$ cat src/cu_pkg.sv
// Compute-unit definitions shared by the read path
// Array tags, lane count, buffer sizing and credit widths

package cu_pkg;

	// --------------------
	// Array kinds
	// --------------------

	// Tag carried with every read, lane order follows the demux outputs
	typedef enum logic [1:0] {
		STRUCT_INVALID      = 2'd0,
		INV_EDGE_ARRAY_DEST = 2'd1,
		READ_GRAPH_DATA     = 2'd2
	} array_struct_type;

	// --------------------
	// Sizing
	// --------------------

	localparam int ARRAY_LANES        = 2;
	localparam int LANE_INDEX_WIDTH   = $clog2(ARRAY_LANES);
	// Entries per response buffer, also the arbiter's starting credit
	localparam int BUFFER_DEPTH       = 4;
	localparam int BUFFER_PTR_WIDTH   = $clog2(BUFFER_DEPTH);
	localparam int BUFFER_COUNT_WIDTH = $clog2(BUFFER_DEPTH + 1);
	localparam int CREDIT_WIDTH       = 4;

	// Lane index to array tag
	function automatic array_struct_type lane_tag(input int lane);
		case (lane)
			0:       return INV_EDGE_ARRAY_DEST;
			1:       return READ_GRAPH_DATA;
			default: return STRUCT_INVALID;
		endcase
	endfunction

endpackage

$ cat src/mem_pkg.sv
// Memory interface definitions for the read path
// Request, response and lane payload structs with their widths

package mem_pkg;

	// --------------------
	// Widths
	// --------------------

	localparam int ADDR_WIDTH      = 32;
	localparam int DATA_WIDTH      = 32;
	// Upper bound of request slots memory may grant
	localparam int MEM_CREDITS_MAX = 8;

	// --------------------
	// Structs
	// --------------------

	// Tagged read request towards memory
	typedef struct packed {
		logic                     valid;
		cu_pkg::array_struct_type tag;
		logic [ADDR_WIDTH-1:0]    address;
	} read_request_t;

	// In-order read response from memory
	typedef struct packed {
		logic                     valid;
		cu_pkg::array_struct_type tag;
		logic [DATA_WIDTH-1:0]    data;
	} read_response_t;

	// Payload on one lane after the tag is stripped
	typedef struct packed {
		logic                  valid;
		logic [DATA_WIDTH-1:0] data;
	} lane_data_t;

	// Command from one requester
	typedef struct packed {
		logic                  valid;
		logic [ADDR_WIDTH-1:0] address;
	} requester_cmd_t;

endpackage

$ cat src/response_demux_bus.sv
// Response demultiplexer
// Steers tagged memory responses onto per-array lanes in four register stages

`timescale 1ns/1ps

module response_demux_bus (
	input  logic                    clock,
	input  logic                    rstn,
	input  logic                    enabled,
	input  mem_pkg::read_response_t response,
	output mem_pkg::lane_data_t     out [cu_pkg::ARRAY_LANES]
);

	import cu_pkg::*;
	import mem_pkg::*;

	logic           enabled_q;
	read_response_t response_q;
	read_response_t response_latched;
	lane_data_t     lane_decoded [ARRAY_LANES];
	lane_data_t     lane_s2      [ARRAY_LANES];

	// --------------------
	// Input and enable
	// --------------------

	// Stage 1, response and enable sampled together
	always_ff @(posedge clock or negedge rstn) begin
		if (!rstn) begin
			enabled_q  <= 1'b0;
			response_q <= '{valid: 1'b0, tag: STRUCT_INVALID, data: '0};
		end else begin
			enabled_q  <= enabled;
			response_q <= response;
		end
	end

	// Stage 2, disabled responses turn into an invalid tag
	always_ff @(posedge clock or negedge rstn) begin
		if (!rstn) begin
			response_latched <= '{valid: 1'b0, tag: STRUCT_INVALID, data: '0};
		end else if (enabled_q) begin
			response_latched <= response_q;
		end else begin
			response_latched <= '{valid: 1'b0, tag: STRUCT_INVALID, data: '0};
		end
	end

	// --------------------
	// Tag decode
	// --------------------

	// Only the matching lane carries data, the rest stay zero
	always_comb begin
		for (int k = 0; k < ARRAY_LANES; k++) begin
			lane_decoded[k] = '0;
			if (response_latched.valid && (response_latched.tag == lane_tag(k))) begin
				lane_decoded[k].valid = 1'b1;
				lane_decoded[k].data  = response_latched.data;
			end
		end
	end

	// --------------------
	// Output stages
	// --------------------

	// Stages 3 and 4
	always_ff @(posedge clock or negedge rstn) begin
		if (!rstn) begin
			lane_s2 <= '{default: '0};
			out     <= '{default: '0};
		end else begin
			lane_s2 <= lane_decoded;
			out     <= lane_s2;
		end
	end

endmodule
$ cat config.mk
export PLATFORM = sky130hd
export DESIGN_NAME = response_demux_bus
export DESIGN_NICKNAME = d
export VERILOG_FILES = /design/src/cu_pkg.sv /design/src/mem_pkg.sv /design/src/response_demux_bus.sv
export SDC_FILE = /design/constraint.sdc
export NUM_CORES = 1
export LEC_CHECK = 0
export ABC_AREA = 1
export BUFFER_PORTS_ARGS = -buffer_cell sky130_fd_sc_hd__buf_2
export CORE_UTILIZATION = 58
export DETAILED_ROUTE_END_ITERATION = 10
export GPL_TIMING_DRIVEN = 0
export PLACE_DENSITY = 0.82
export SLEW_MARGIN = 20
export SYNTH_ARGS = -nofsm -noshare
export SYNTH_HDL_FRONTEND = slang
export SYNTH_SLANG_ARGS = --single-unit
$ cat constraint.sdc
create_clock -name clock -period 2 [get_ports clock]
set_input_delay 0.3 -clock clock [delete_from_list [all_inputs] [get_ports clock]]
set_output_delay 0.3 -clock clock [all_outputs]
set_load 0.02 [all_outputs]
==> results.json <==
{
  "hold_viol": 0,
  "cap_violations": 0,
  "ir_drop_mv": 1.17,
  "cts-root-buf": "clkbuf_8",
  "coreArea_um2": 9770,
  "grt_setup_unrepaired": "no",
  "ys_seq_elements": 203,
  "final_common_cell": "dfrtp_1",
  "grt_pass1_wl_um": 15300,
  "fin_hold_ws_ns": 0.248,
  "ys_seq_area_share_pct": 87.0,
  "path_delay_family": "flip-flops",
  "clk_path_buf_depth": 3,
  "clk_latency_ns": 0.52,
  "path_buf_inv": 1,
  "dieArea_um2": 10500,
  "cts_htree_levels": 1,
  "nNetsFinal": 586,
  "path_max_fanout": 1,
  "finClkSkew_ns": 0.0145,
  "netlist_instances": 385,
  "leakage_nw": 4.34,
  "placedCellCount": 623,
  "dp_hpwl_um": 5310,
  "fin_tns_setup_ns": 0,
  "relSlewSlack_pct": 74.5,
  "grt_max_degree": 86,
  "critPathCaptureType": "output port",
  "cts_sinks": 203,
  "yosys.cell_types.count": 7,
  "comb_power_share_pct": 3.6,
  "worstSetupStartpointType": "flop",
  "io_pins": 104,
  "antennaDiodeCount": 0,
  "wl_um": 9590,
  "fmax_mhz": 732,
  "globalRoute.totalOverflow": 0,
  "finalCritPeriodShare_pct": 68.3,
  "cts_tree": "yes",
  "nFillCells": 559,
  "drtPass1Iterations": 4,
  "viasPerCell": 4.35,
  "finalWeightedCongestion": 0.731,
  "max_stage_delay_ns": 0.39,
  "die_h_um": 102,
  "min_path_type": "in -> async",
  "rows": 36,
  "syn_to_final_growth_pct": 30.5,
  "grt_pass1_vias": 3225,
  "final_core_util_pct": 78.0,
  "start_util_pct": 59.8,
  "switchingPower_mw": 1.61,
  "drt_iter0_markers": 74,
  "swShare_pct": 19.4,
  "die_width_um": 102,
  "run_status": "complete, no violations",
  "crit_arrival_ns": 1.07,
  "p_per_area_nw_per_um2": 1090,
  "p_int_mw": 6.68,
  "post-route-drc-count": 0,
  "yosysWarnings": 0,
  "vias": 3018,
  "crit_type": "reg -> out",
  "track_usage_pct": 20.0,
  "crit_path_cell_trace": "buf_2",
  "antenna_found_initial": 0,
  "synth.avg_cell_area_um2": 15.2,
  "setup_viol": 0,
  "portBuffers": 103,
  "layout_common_cells": "dfrtp_1 (203), buf_2 (106), inv_1 (71)",
  "syn_area_um2": 5840,
  "post_cts_buffers": 0,
  "worstPathRequired_ns": 1.70,
  "crit_slowest_cell": "dfrtp_1",
  "fin_cells": 693,
  "drive_above_1_share_pct": 26.6,
  "clockPowerShare_pct": 45.3,
  "ant_nets": 0,
  "path_clk_slew_ns": 0.06,
  "slew_viol_final": 0,
  "period_needed_ns": 1.37,
  "cts_buffers": 19,
  "tightestPinTransition_ns": 0.382,
  "wl_per_cell_um": 13.8,
  "seq_power_share_pct": 51.1,
  "syn_nets": 423
}
-- metal layers --
| metal | GRT usage, % | part of all wire [%] | vias up |
|---|---|---|---|
| li1 | - | - | 1419 |
| met1 | 21.5 | 35 | 1501 |
| met2 | 38.9 | 58 | 72 |
| met3 | 4.04 | 4.5 | 26 |
| met4 | 6.92 | 2.2 | 0 |
| met5 | 0 | 0 | - |
-- cell families (layout without fill, tap and decap cells) --
group                  after synthesis  count (layout)  synth area share [%]
buffers and inverters               81             256                  6.06
DFF                                203             203                  87.0
and+or+nand+nor                    101             101                  6.96
-- state kept, by name, indices dropped and copies added, names as in the netlist --
signal            cells
out                  66
response_latched     35
lane_s2              66
enabled_q             1
response_q           35
-- power groups by stage --
stage	combinational, mW	sequential (mW)	clock [mW]
after floorplan	0.0708	4.31	0
after global placement	0.215	4.30	0
after detailed placement	0.243	4.30	0
after CTS	0.303	4.23	3.80
after global routing	0.342	4.24	4.00
final	0.299	4.23	3.75
-- synth_stat cells --
cell	number	area, µm²
buf_2	4	20.0
buf_6	6	67.6
dfrtp_1	203	5080
inv_1	71	267
nand2_1	35	131
nand3_4	2	35.0
nor2_1	64	240
-- through the flow --
stage	area, µm²	setup WS, ns	power [mW]
floorplan	5840	1.14	4.38
global placement	6520	-2.20	4.52
detailed placement	6590	0.982	4.55
CTS	7620	0.615	8.34
global route	7620	0.589	8.58
finish	7620	0.633	8.28
-- final timing paths --
path	cells past startpoint	startpoint	endpoint	slack [ns]
hold reg to reg	0	lane_s2[5]$_DFF_PN0_	out[5]$_DFF_PN0_	0.35
hold / removal	2	rstn	lane_s2[33]$_DFF_PN0_	0.25
setup / recovery	1	out[0]$_DFF_PN0_	out[0]	0.63
max in group asynchronous	3	rstn	out[46]$_DFF_PN0_	1.07
setup reg to reg	4	response_latched[33]$_DFF_PN0_	lane_s2[39]$_DFF_PN0_	0.96
min in group clock	0	lane_s2[5]$_DFF_PN0_	out[5]$_DFF_PN0_	0.35
-- cell type report --
type                            count  area (µm²)  share of cell area, %
Inverter                           71         267                   3.50
Tap cell                          133         166                   2.18
Sequential cell                   203        5080                   66.6
Clock inverter                     10         179                   2.35
Buffer                             10        87.6                   1.15
Multi-Input combinational cell    101         407                   5.33
Clock buffer                       23         487                   6.38
Timing Repair Buffer              142         951                   12.5
-- repair_timing --
item	4_1_cts	5_1_grt
hold buffers	37	0
gates resized for setup	0	0
hold endpoints to repair	75	0
Note: power is estimated with default switching activity, not from simulation.
