<file path="src/cu_pkg.sv">
// Compute-unit definitions shared by the read path
// Array tags, lane count, buffer sizing and credit widths

package cu_pkg;

	// --------------------
	// Array kinds
	// --------------------

	// Tag carried with every read, lane order follows the demux outputs
	typedef enum logic [1:0] {
		STRUCT_INVALID      = 2'd0,
		INV_EDGE_ARRAY_DEST = 2'd1,
		READ_GRAPH_DATA     = 2'd2
	} array_struct_type;

	// --------------------
	// Sizing
	// --------------------

	localparam int ARRAY_LANES        = 2;
	localparam int LANE_INDEX_WIDTH   = $clog2(ARRAY_LANES);
	// Entries per response buffer, also the arbiter's starting credit
	localparam int BUFFER_DEPTH       = 4;
	localparam int BUFFER_PTR_WIDTH   = $clog2(BUFFER_DEPTH);
	localparam int BUFFER_COUNT_WIDTH = $clog2(BUFFER_DEPTH + 1);
	localparam int CREDIT_WIDTH       = 4;

	// Lane index to array tag
	function automatic array_struct_type lane_tag(input int lane);
		case (lane)
			0:       return INV_EDGE_ARRAY_DEST;
			1:       return READ_GRAPH_DATA;
			default: return STRUCT_INVALID;
		endcase
	endfunction

endpackage

</file>
<file path="src/mem_pkg.sv">
// Memory interface definitions for the read path
// Request, response and lane payload structs with their widths

package mem_pkg;

	// --------------------
	// Widths
	// --------------------

	localparam int ADDR_WIDTH      = 32;
	localparam int DATA_WIDTH      = 32;
	// Upper bound of request slots memory may grant
	localparam int MEM_CREDITS_MAX = 8;

	// --------------------
	// Structs
	// --------------------

	// Tagged read request towards memory
	typedef struct packed {
		logic                     valid;
		cu_pkg::array_struct_type tag;
		logic [ADDR_WIDTH-1:0]    address;
	} read_request_t;

	// In-order read response from memory
	typedef struct packed {
		logic                     valid;
		cu_pkg::array_struct_type tag;
		logic [DATA_WIDTH-1:0]    data;
	} read_response_t;

	// Payload on one lane after the tag is stripped
	typedef struct packed {
		logic                  valid;
		logic [DATA_WIDTH-1:0] data;
	} lane_data_t;

	// Command from one requester
	typedef struct packed {
		logic                  valid;
		logic [ADDR_WIDTH-1:0] address;
	} requester_cmd_t;

endpackage

</file>
<file path="src/response_buffer.sv">
// Per-lane response buffer
// Small FIFO that sends against consumer credits and hands credits back upstream

`timescale 1ns/1ps

module response_buffer (
	input  logic                clock,
	input  logic                rstn,
	input  mem_pkg::lane_data_t in,
	input  logic                consumer_credit,
	output mem_pkg::lane_data_t out,
	output logic                buffer_credit
);

	import cu_pkg::*;
	import mem_pkg::*;

	logic [DATA_WIDTH-1:0]         entries [BUFFER_DEPTH];
	logic [BUFFER_PTR_WIDTH-1:0]   wr_ptr;
	logic [BUFFER_PTR_WIDTH-1:0]   rd_ptr;
	logic [BUFFER_COUNT_WIDTH-1:0] fill_count;
	logic [CREDIT_WIDTH-1:0]       consumer_credit_count;
	logic                          push;
	logic                          pop;

	// Upstream credits keep a full buffer from being written
	assign push = in.valid;
	// Head goes out as soon as the consumer holds a credit
	assign pop  = (fill_count != '0) && (consumer_credit_count != '0);

	// --------------------
	// Storage
	// --------------------

	always_ff @(posedge clock) begin
		if (push) begin
			entries[wr_ptr] <= in.data;
		end
	end

	// Depth is a power of two so pointers wrap on their own
	always_ff @(posedge clock or negedge rstn) begin
		if (!rstn) begin
			wr_ptr <= '0;
			rd_ptr <= '0;
		end else begin
			if (push) begin
				wr_ptr <= wr_ptr + 1'b1;
			end
			if (pop) begin
				rd_ptr <= rd_ptr + 1'b1;
			end
		end
	end

	always_ff @(posedge clock or negedge rstn) begin
		if (!rstn) begin
			fill_count <= '0;
		end else begin
			case ({push, pop})
				2'b10:   fill_count <= fill_count + 1'b1;
				2'b01:   fill_count <= fill_count - 1'b1;
				default: fill_count <= fill_count;
			endcase
		end
	end

	// --------------------
	// Consumer credits
	// --------------------

	// Counter holds at its top value
	always_ff @(posedge clock or negedge rstn) begin
		if (!rstn) begin
			consumer_credit_count <= '0;
		end else begin
			case ({consumer_credit, pop})
				2'b10: begin
					if (consumer_credit_count != '1) begin
						consumer_credit_count <= consumer_credit_count + 1'b1;
					end
				end
				2'b01:   consumer_credit_count <= consumer_credit_count - 1'b1;
				default: consumer_credit_count <= consumer_credit_count;
			endcase
		end
	end

	// Send and upstream credit in the same cycle
	assign out           = '{valid: pop, data: entries[rd_ptr]};
	assign buffer_credit = pop;

endmodule

</file>
<file path="config.mk">
export PLATFORM = sky130hd
export DESIGN_NAME = response_buffer
export DESIGN_NICKNAME = d
export VERILOG_FILES = /design/src/cu_pkg.sv /design/src/mem_pkg.sv /design/src/response_buffer.sv
export SDC_FILE = /design/constraint.sdc
export NUM_CORES = 1
export LEC_CHECK = 0
export BUFFER_PORTS_ARGS = -buffer_cell sky130_fd_sc_hd__buf_2
export CORE_ASPECT_RATIO = 1.2
export CORE_MARGIN = 8
export CORE_UTILIZATION = 57
export DETAILED_ROUTE_END_ITERATION = 7
export PLACE_DENSITY_LB_ADDON = 0.1
export SLEW_MARGIN = 30
export SYNTH_ARGS = -nofsm -noshare
export SYNTH_HDL_FRONTEND = slang
export SYNTH_SLANG_ARGS = --single-unit
</file>
<file path="constraint.sdc">
create_clock -name clock -period 2.9 [get_ports clock]
set_input_delay 0.725 -clock clock [delete_from_list [all_inputs] [get_ports clock]]
set_output_delay 0.725 -clock clock [all_outputs]
set_load 0.02 [all_outputs]
</file>
==> results.sh, run 1 <==
export IMPL_outcome="finished clean"
export IMPL_r2r_start="fill_count[2]"
export IMPL_rsz0062_at_grt="false"
export IMPL_coreArea_sq_um=9080
export IMPL_io_buffers=69
export IMPL_row_count=38
export IMPL_p_sw_mw=2.22
export IMPL_cts_sinks=139
export IMPL_synth_top_family_by_area="multiplexers"
export IMPL_criticalPathCategory="register to output port"
export IMPL_routedWlPerCell_um=20.8
export IMPL_worstPathRequired_ps=2170
export IMPL_p_per_area_nw_per_um2=1120
export IMPL_skew_ps=2.87
export IMPL_r2r_cells=8
export IMPL_finish_utilization=0.713
export IMPL_seq_area_frac_synth=0.769
export IMPL_dp_cells=428
export IMPL_initial_core_util=0.590
export IMPL_synth_cell_types=37
export IMPL_instances_no_fill=460
export IMPL_critPathMaxFanout=24
export IMPL_drive_above_1_share=0.426
export IMPL_maxSlewHeadroom=0.678
export IMPL_via_per_inst=5.60
export IMPL_area_delta_synth_final_pct=20.9
export IMPL_reg2reg_to="consumer_credit_count[2]"
export IMPL_synth_cells=243
export IMPL_nets=370
export IMPL_die_h_um=122
export IMPL_place_ws_ps=414
export IMPL_hold_path_class="primary input to async pin"
export IMPL_hold_viol=0
export IMPL_n_fill_cell=565
export IMPL_grt_remaining_overflow=0
export IMPL_clock_fmax_mhz=385
export IMPL_final_max_slew_viol_count=0
export IMPL_grt_pass1_wl_mm=15.0
export IMPL_path_clk_slew_ps=60
export IMPL_cp_start_kind="register"
export IMPL_synthAdderAreaFrac=0.0178
export IMPL_pwr_share_comb=0.311
export IMPL_postCtsHoldBufs=0
export IMPL_clk_path_buf_depth=2
export IMPL_yosys_warnings=0
export IMPL_cts_setup_buffers=0
export IMPL_synth_edf_count=128
export IMPL_ir_drop_mv=0.589
export IMPL_post_route_period_util=0.897
export IMPL_clkLatencyLatePin_ps=510
export IMPL_drc=0
export IMPL_initialDrtViolationCount=156
export IMPL_seq_area_sq_um=4120
export IMPL_cp_end_kind="output port"
export IMPL_gp_congestion=0.717
export IMPL_syn_num_nets=286
export IMPL_sw_frac_of_total=0.307
export IMPL_async_flop_share=0.0791
export IMPL_via_count=2574
export IMPL_power_frac_clock=0.295
export IMPL_cts_resized=0
export IMPL_final_antenna_net_count=0
export IMPL_worstMarginPinSlew_ps=481
export IMPL_synth_compound_area_frac=0.0196
export IMPL_totalWireLength_mm=9.57
export IMPL_design_area_sq_um=6470
export IMPL_seqPwrFrac=0.394
export IMPL_grt_use_total=0.161
export IMPL_synth_main_ff_cell="edfxtp_1"
export IMPL_p_leak_nw=2.31
export IMPL_setup_viol=0
export IMPL_synth_mux_area_frac=0.136
export IMPL_hpwl_mm=5.74
export IMPL_fin_crit_ps=2600
export IMPL_htreeDepth=4
export IMPL_grt_pass1_vias=2770
export IMPL_multi_input_area_sq_um=1130
export IMPL_power_mw=7.22
export IMPL_root_buffer="clkbuf_8"
export IMPL_die_x_um=104
export IMPL_die_area_sq_um=12800
export IMPL_place_area_sq_um=5880
export IMPL_cpMaxStageDelayCell="mux4_2"
export IMPL_tns_ps=0
export IMPL_netlist_area_sq_um=5360
export IMPL_synth_xor_xnor_area_share=0.0131
export IMPL_max_cap_viol_count=0
export IMPL_antenna_found_initial=1
export IMPL_grt_max_degree=31
export IMPL_path_cells="buf_12 > mux4_2 > buf_2"
export IMPL_yosys_area_share_simple=0.0234
export IMPL_slowest_delay_ps=560
export IMPL_first_pass_iters=4
export IMPL_diodes=0
export IMPL_synth_seq_cells=139
export IMPL_rrSetupSlack_ps=550
export IMPL_cts_tree="done"
export IMPL_whs_ps=73.6
export IMPL_postSynthAreaPerCell_sq_um=22.0
export IMPL_intPower_mw=5.00
export IMPL_io_pins=70
export IMPL_worstPathArrival_ps=1880
export IMPL_fin_ws_ps=300
export IMPL_numCtsBuffers=17
==> power by group through the flow <==
stage | combinational (mW) | sequential (mW) | clock [mW]
floorplan | 1.67 | 2.80 | 0
global placement | 2.27 | 2.84 | 0
detailed placement | 2.29 | 2.87 | 0
CTS | 2.31 | 2.85 | 2.17
global route | 2.46 | 2.88 | 2.24
finish | 2.25 | 2.85 | 2.13
==> flip-flops by register name, indices dropped and copies added (netlist names) <==
name / cells
entries: 128
fill_count: 3
rd_ptr: 2
consumer_credit_count: 4
wr_ptr: 2
==> layout make-up <==
type | instances | share of cell area
Clock buffer | 19 | 0.0651
Sequential cell | 139 | 0.636
Inverter | 7 | 0.00406
Clock inverter | 13 | 0.0271
Timing Repair Buffer | 78 | 0.0696
Tap cell | 120 | 0.0232
Multi-Input combinational cell | 84 | 0.175
==> kinds of logic (layout without fill, tap and decap cells) <==
group / Yosys count / after routing
flops: 139 / 139
fa+ha+maj: 7 / 7
simple gates: 21 / 21
mux: 33 / 33
compound gates: 15 / 15
xor+xnor: 8 / 8
buf+inv: 20 / 117
==> metal layers <==
layer | vias up | global-route usage | part of all wire
met3 | 17 | 0.0565 | 0.062
li1 | 1171 | - | -
met5 | - | 0 | 0.0011
met4 | 2 | 0.0898 | 0.023
met1 | 1305 | 0.181 | 0.39
met2 | 79 | 0.266 | 0.53
==> how the worst max path moves through the flow <==
stage               depth (start not counted)  slack [ps]                  endpoint            start
floorplan                                   8         560  consumer_credit_count[2]  consumer_credit
global placement                            8         480  consumer_credit_count[2]  consumer_credit
detailed placement                          8         410  consumer_credit_count[2]  consumer_credit
CTS                                         3         260                   out[18]        rd_ptr[0]
global route                                4         190             buffer_credit    fill_count[2]
finish                                      3         300                   out[19]        rd_ptr[0]
==> worst max-delay path, delay by kind of cell, from the launching register on <==
family,cells,cell delay [ps]
mux,1,560
buf+inv,2,400
flops,1,390
==> placed cells by master, fill, tap and decap left out, drive strengths merged, types with 2 or more instances in the layout <==
cell type | synthesis | final
a21oi | 2 | 2
and2 | 4 | 4
buf | 9 | 78
bufinv | 0 | 4
clkbuf | 4 | 19
clkinv | 0 | 7
clkinvlp | 0 | 2
dfrtp | 11 | 11
edfxtp | 128 | 128
ha | 6 | 6
inv | 7 | 7
mux4 | 32 | 32
nand2 | 4 | 4
nand4 | 2 | 2
nor2 | 3 | 3
nor3 | 3 | 3
o21ai | 4 | 4
or3 | 2 | 2
xnor2 | 2 | 2
xor2 | 6 | 6
==> Yosys cell counts (3+ instances only) <==
| cell type | count | area share |
|---|---|---|
| xor2_1 | 6 | 0.0098 |
| dfrtp_1 | 11 | 0.051 |
| and2_1 | 4 | 0.0047 |
| edfxtp_1 | 128 | 0.72 |
| nand2_1 | 4 | 0.0028 |
| clkbuf_1 | 3 | 0.0021 |
| nor2_1 | 3 | 0.0021 |
| mux4_2 | 32 | 0.13 |
| inv_1 | 7 | 0.0049 |
| buf_2 | 6 | 0.0056 |
| ha_1 | 6 | 0.014 |
(Power assumes the default switching activity.)
==> run 2: changes to the inputs <==
RECOVER_POWER = 25   (was unset)
==> results.sh, run 2 (same netlist as run 1, synthesis figures left out) <==
export IMPL_diodes=0
export IMPL_totalWireLength_mm=9.58
export IMPL_hpwl_mm=5.74
export IMPL_path_clk_slew_ps=60
export IMPL_area_delta_synth_final_pct=20.4
export IMPL_max_cap_viol_count=0
export IMPL_grt_pass1_wl_mm=15.0
export IMPL_via_per_inst=5.60
export IMPL_grt_max_degree=31
export IMPL_htreeDepth=4
export IMPL_r2r_cells=8
export IMPL_grt_pass1_vias=2770
export IMPL_via_count=2576
export IMPL_r2r_start="fill_count[2]"
export IMPL_use_met2=0.266
export IMPL_cts_resized=0
export IMPL_seqPwrFrac=0.394
export IMPL_rrSetupSlack_ps=550
export IMPL_clkLatencyLatePin_ps=510
export IMPL_grt_remaining_overflow=0
export IMPL_gp_congestion=0.717
export IMPL_power_mw=7.22
export IMPL_hold_viol=0
export IMPL_p_sw_mw=2.22
export IMPL_cp_start_kind="register"
export IMPL_ir_drop_mv=0.588
export IMPL_setup_viol=0
export IMPL_cts_sinks=139
export IMPL_rsz0062_at_grt="false"
export IMPL_worstPathRequired_ps=2170
export IMPL_drc=0
export IMPL_critPathMaxFanout=13
export IMPL_path_cells="nor3_4 > a21oi_1 > buf_4 > buf_2"
export IMPL_final_antenna_net_count=0
export IMPL_pwr_share_comb=0.311
export IMPL_first_pass_iters=4
export IMPL_cts_setup_buffers=0
export IMPL_maxSlewHeadroom=0.586
export IMPL_sw_frac_of_total=0.307
export IMPL_clock_fmax_mhz=385
export IMPL_die_area_sq_um=12800
export IMPL_initial_core_util=0.590
export IMPL_slowest_delay_ps=460
export IMPL_reg2reg_to="consumer_credit_count[2]"
export IMPL_numCtsBuffers=17
export IMPL_final_cell_mix="edfxtp_1 (128), buf_2 (49), mux4_2 (32)"
export IMPL_die_x_um=104
export IMPL_root_buffer="clkbuf_8"
export IMPL_postCtsHoldBufs=0
export IMPL_post_route_period_util=0.896
export IMPL_crit_buf_inv=2
export IMPL_fin_crit_ps=2600
export IMPL_row_count=38
export IMPL_cpMaxStageDelayCell="nor3_4"
export IMPL_outcome="finished clean"
export IMPL_coreArea_sq_um=9080
export IMPL_clk_path_buf_depth=2
export IMPL_io_pins=70
export IMPL_largestRegisters="entries x128, consumer_credit_count x4, fill_count x3"
export IMPL_final_common_cell="edfxtp_1"
export IMPL_grt_util_met3=0.0565
export IMPL_io_buffers=69
export IMPL_nets=370
export IMPL_skew_ps=5.07
export IMPL_die_h_um=122
export IMPL_met1_usage=0.181
export IMPL_power_frac_clock=0.295
export IMPL_p_leak_nw=2.26
export IMPL_critPathTopFamily="simple AND/OR/NAND/NOR gates"
export IMPL_criticalPathCategory="register to output port"
export IMPL_worstMarginPinSlew_ps=621
export IMPL_p_per_area_nw_per_um2=1120
export IMPL_tns_ps=0
export IMPL_cts_tree="done"
export IMPL_largest_reg_flops=128
export IMPL_worstPathArrival_ps=1870
export IMPL_hold_path_class="primary input to async pin"
export IMPL_antenna_found_initial=0
export IMPL_intPower_mw=5.00
export IMPL_final_max_slew_viol_count=0
export IMPL_drive_above_1_share=0.368
export IMPL_routedWlPerCell_um=20.8
export IMPL_regMostFlops="entries"
export IMPL_grt_busiest_layer="met2"
export IMPL_cp_end_kind="output port"
export IMPL_grt_use_total=0.161
export IMPL_initialDrtViolationCount=160
## run 2: cell types whose count changed in the layout (fill, tap and decap cells not counted), sizes merged
cell    before  now
buf         78   58
clkbuf      19   39
## run 2: area by class of cell
type / count / area [sq um]
flip-flops and latches: 139 / 4120
fillers: 571 / 2630
multi-input cells: 84 / 1130
repair buffers: 78 / 425
clock buffers: 19 / 422
clock inverters: 13 / 175
well taps: 120 / 150
inverters: 7 / 26.3
## run 2: power by group through the flow
stage	clock, mW	sequential, mW	combinational, mW
global route	2.24	2.88	2.46
floorplan	0	2.80	1.67
finish	2.13	2.84	2.25
detailed placement	0	2.87	2.29
global placement	0	2.84	2.27
CTS	2.17	2.85	2.31
## run 2: worst max path at each step
stage	from	endpoint	slack, ps	cells after the start
floorplan	consumer_credit	consumer_credit_count[2]	560	8
global placement	consumer_credit	consumer_credit_count[2]	480	8
detailed placement	consumer_credit	consumer_credit_count[2]	410	8
CTS	rd_ptr[0]	out[18]	260	3
global route	fill_count[2]	buffer_credit	190	4
finish	fill_count[2]	buffer_credit	300	4
## run 2: per-layer routing
layer | wire length [um] | part of all wire
met1 | 3650 | 0.38
met2 | 5070 | 0.53
met3 | 680 | 0.071
met4 | 179 | 0.019
met5 | 0 | 0
## run 2: per-stage QoR
| stage | std cells | hold WS [ps] | setup WS, ps | utilization | cell area [sq um] |
|---|---|---|---|---|---|
| final | 460 | 197 | 303 | 0.710 | 6450 |
| after global routing | 460 | 228 | 189 | 0.710 | 6450 |
| after CTS | 460 | 60.3 | 257 | 0.713 | 6470 |
| after detailed placement | 428 | 515 | 414 | 0.647 | 5880 |
| after global placement | 428 | 510 | 477 | 0.647 | 5880 |
| after floorplan | 243 | 429 | 559 | - | 5360 |
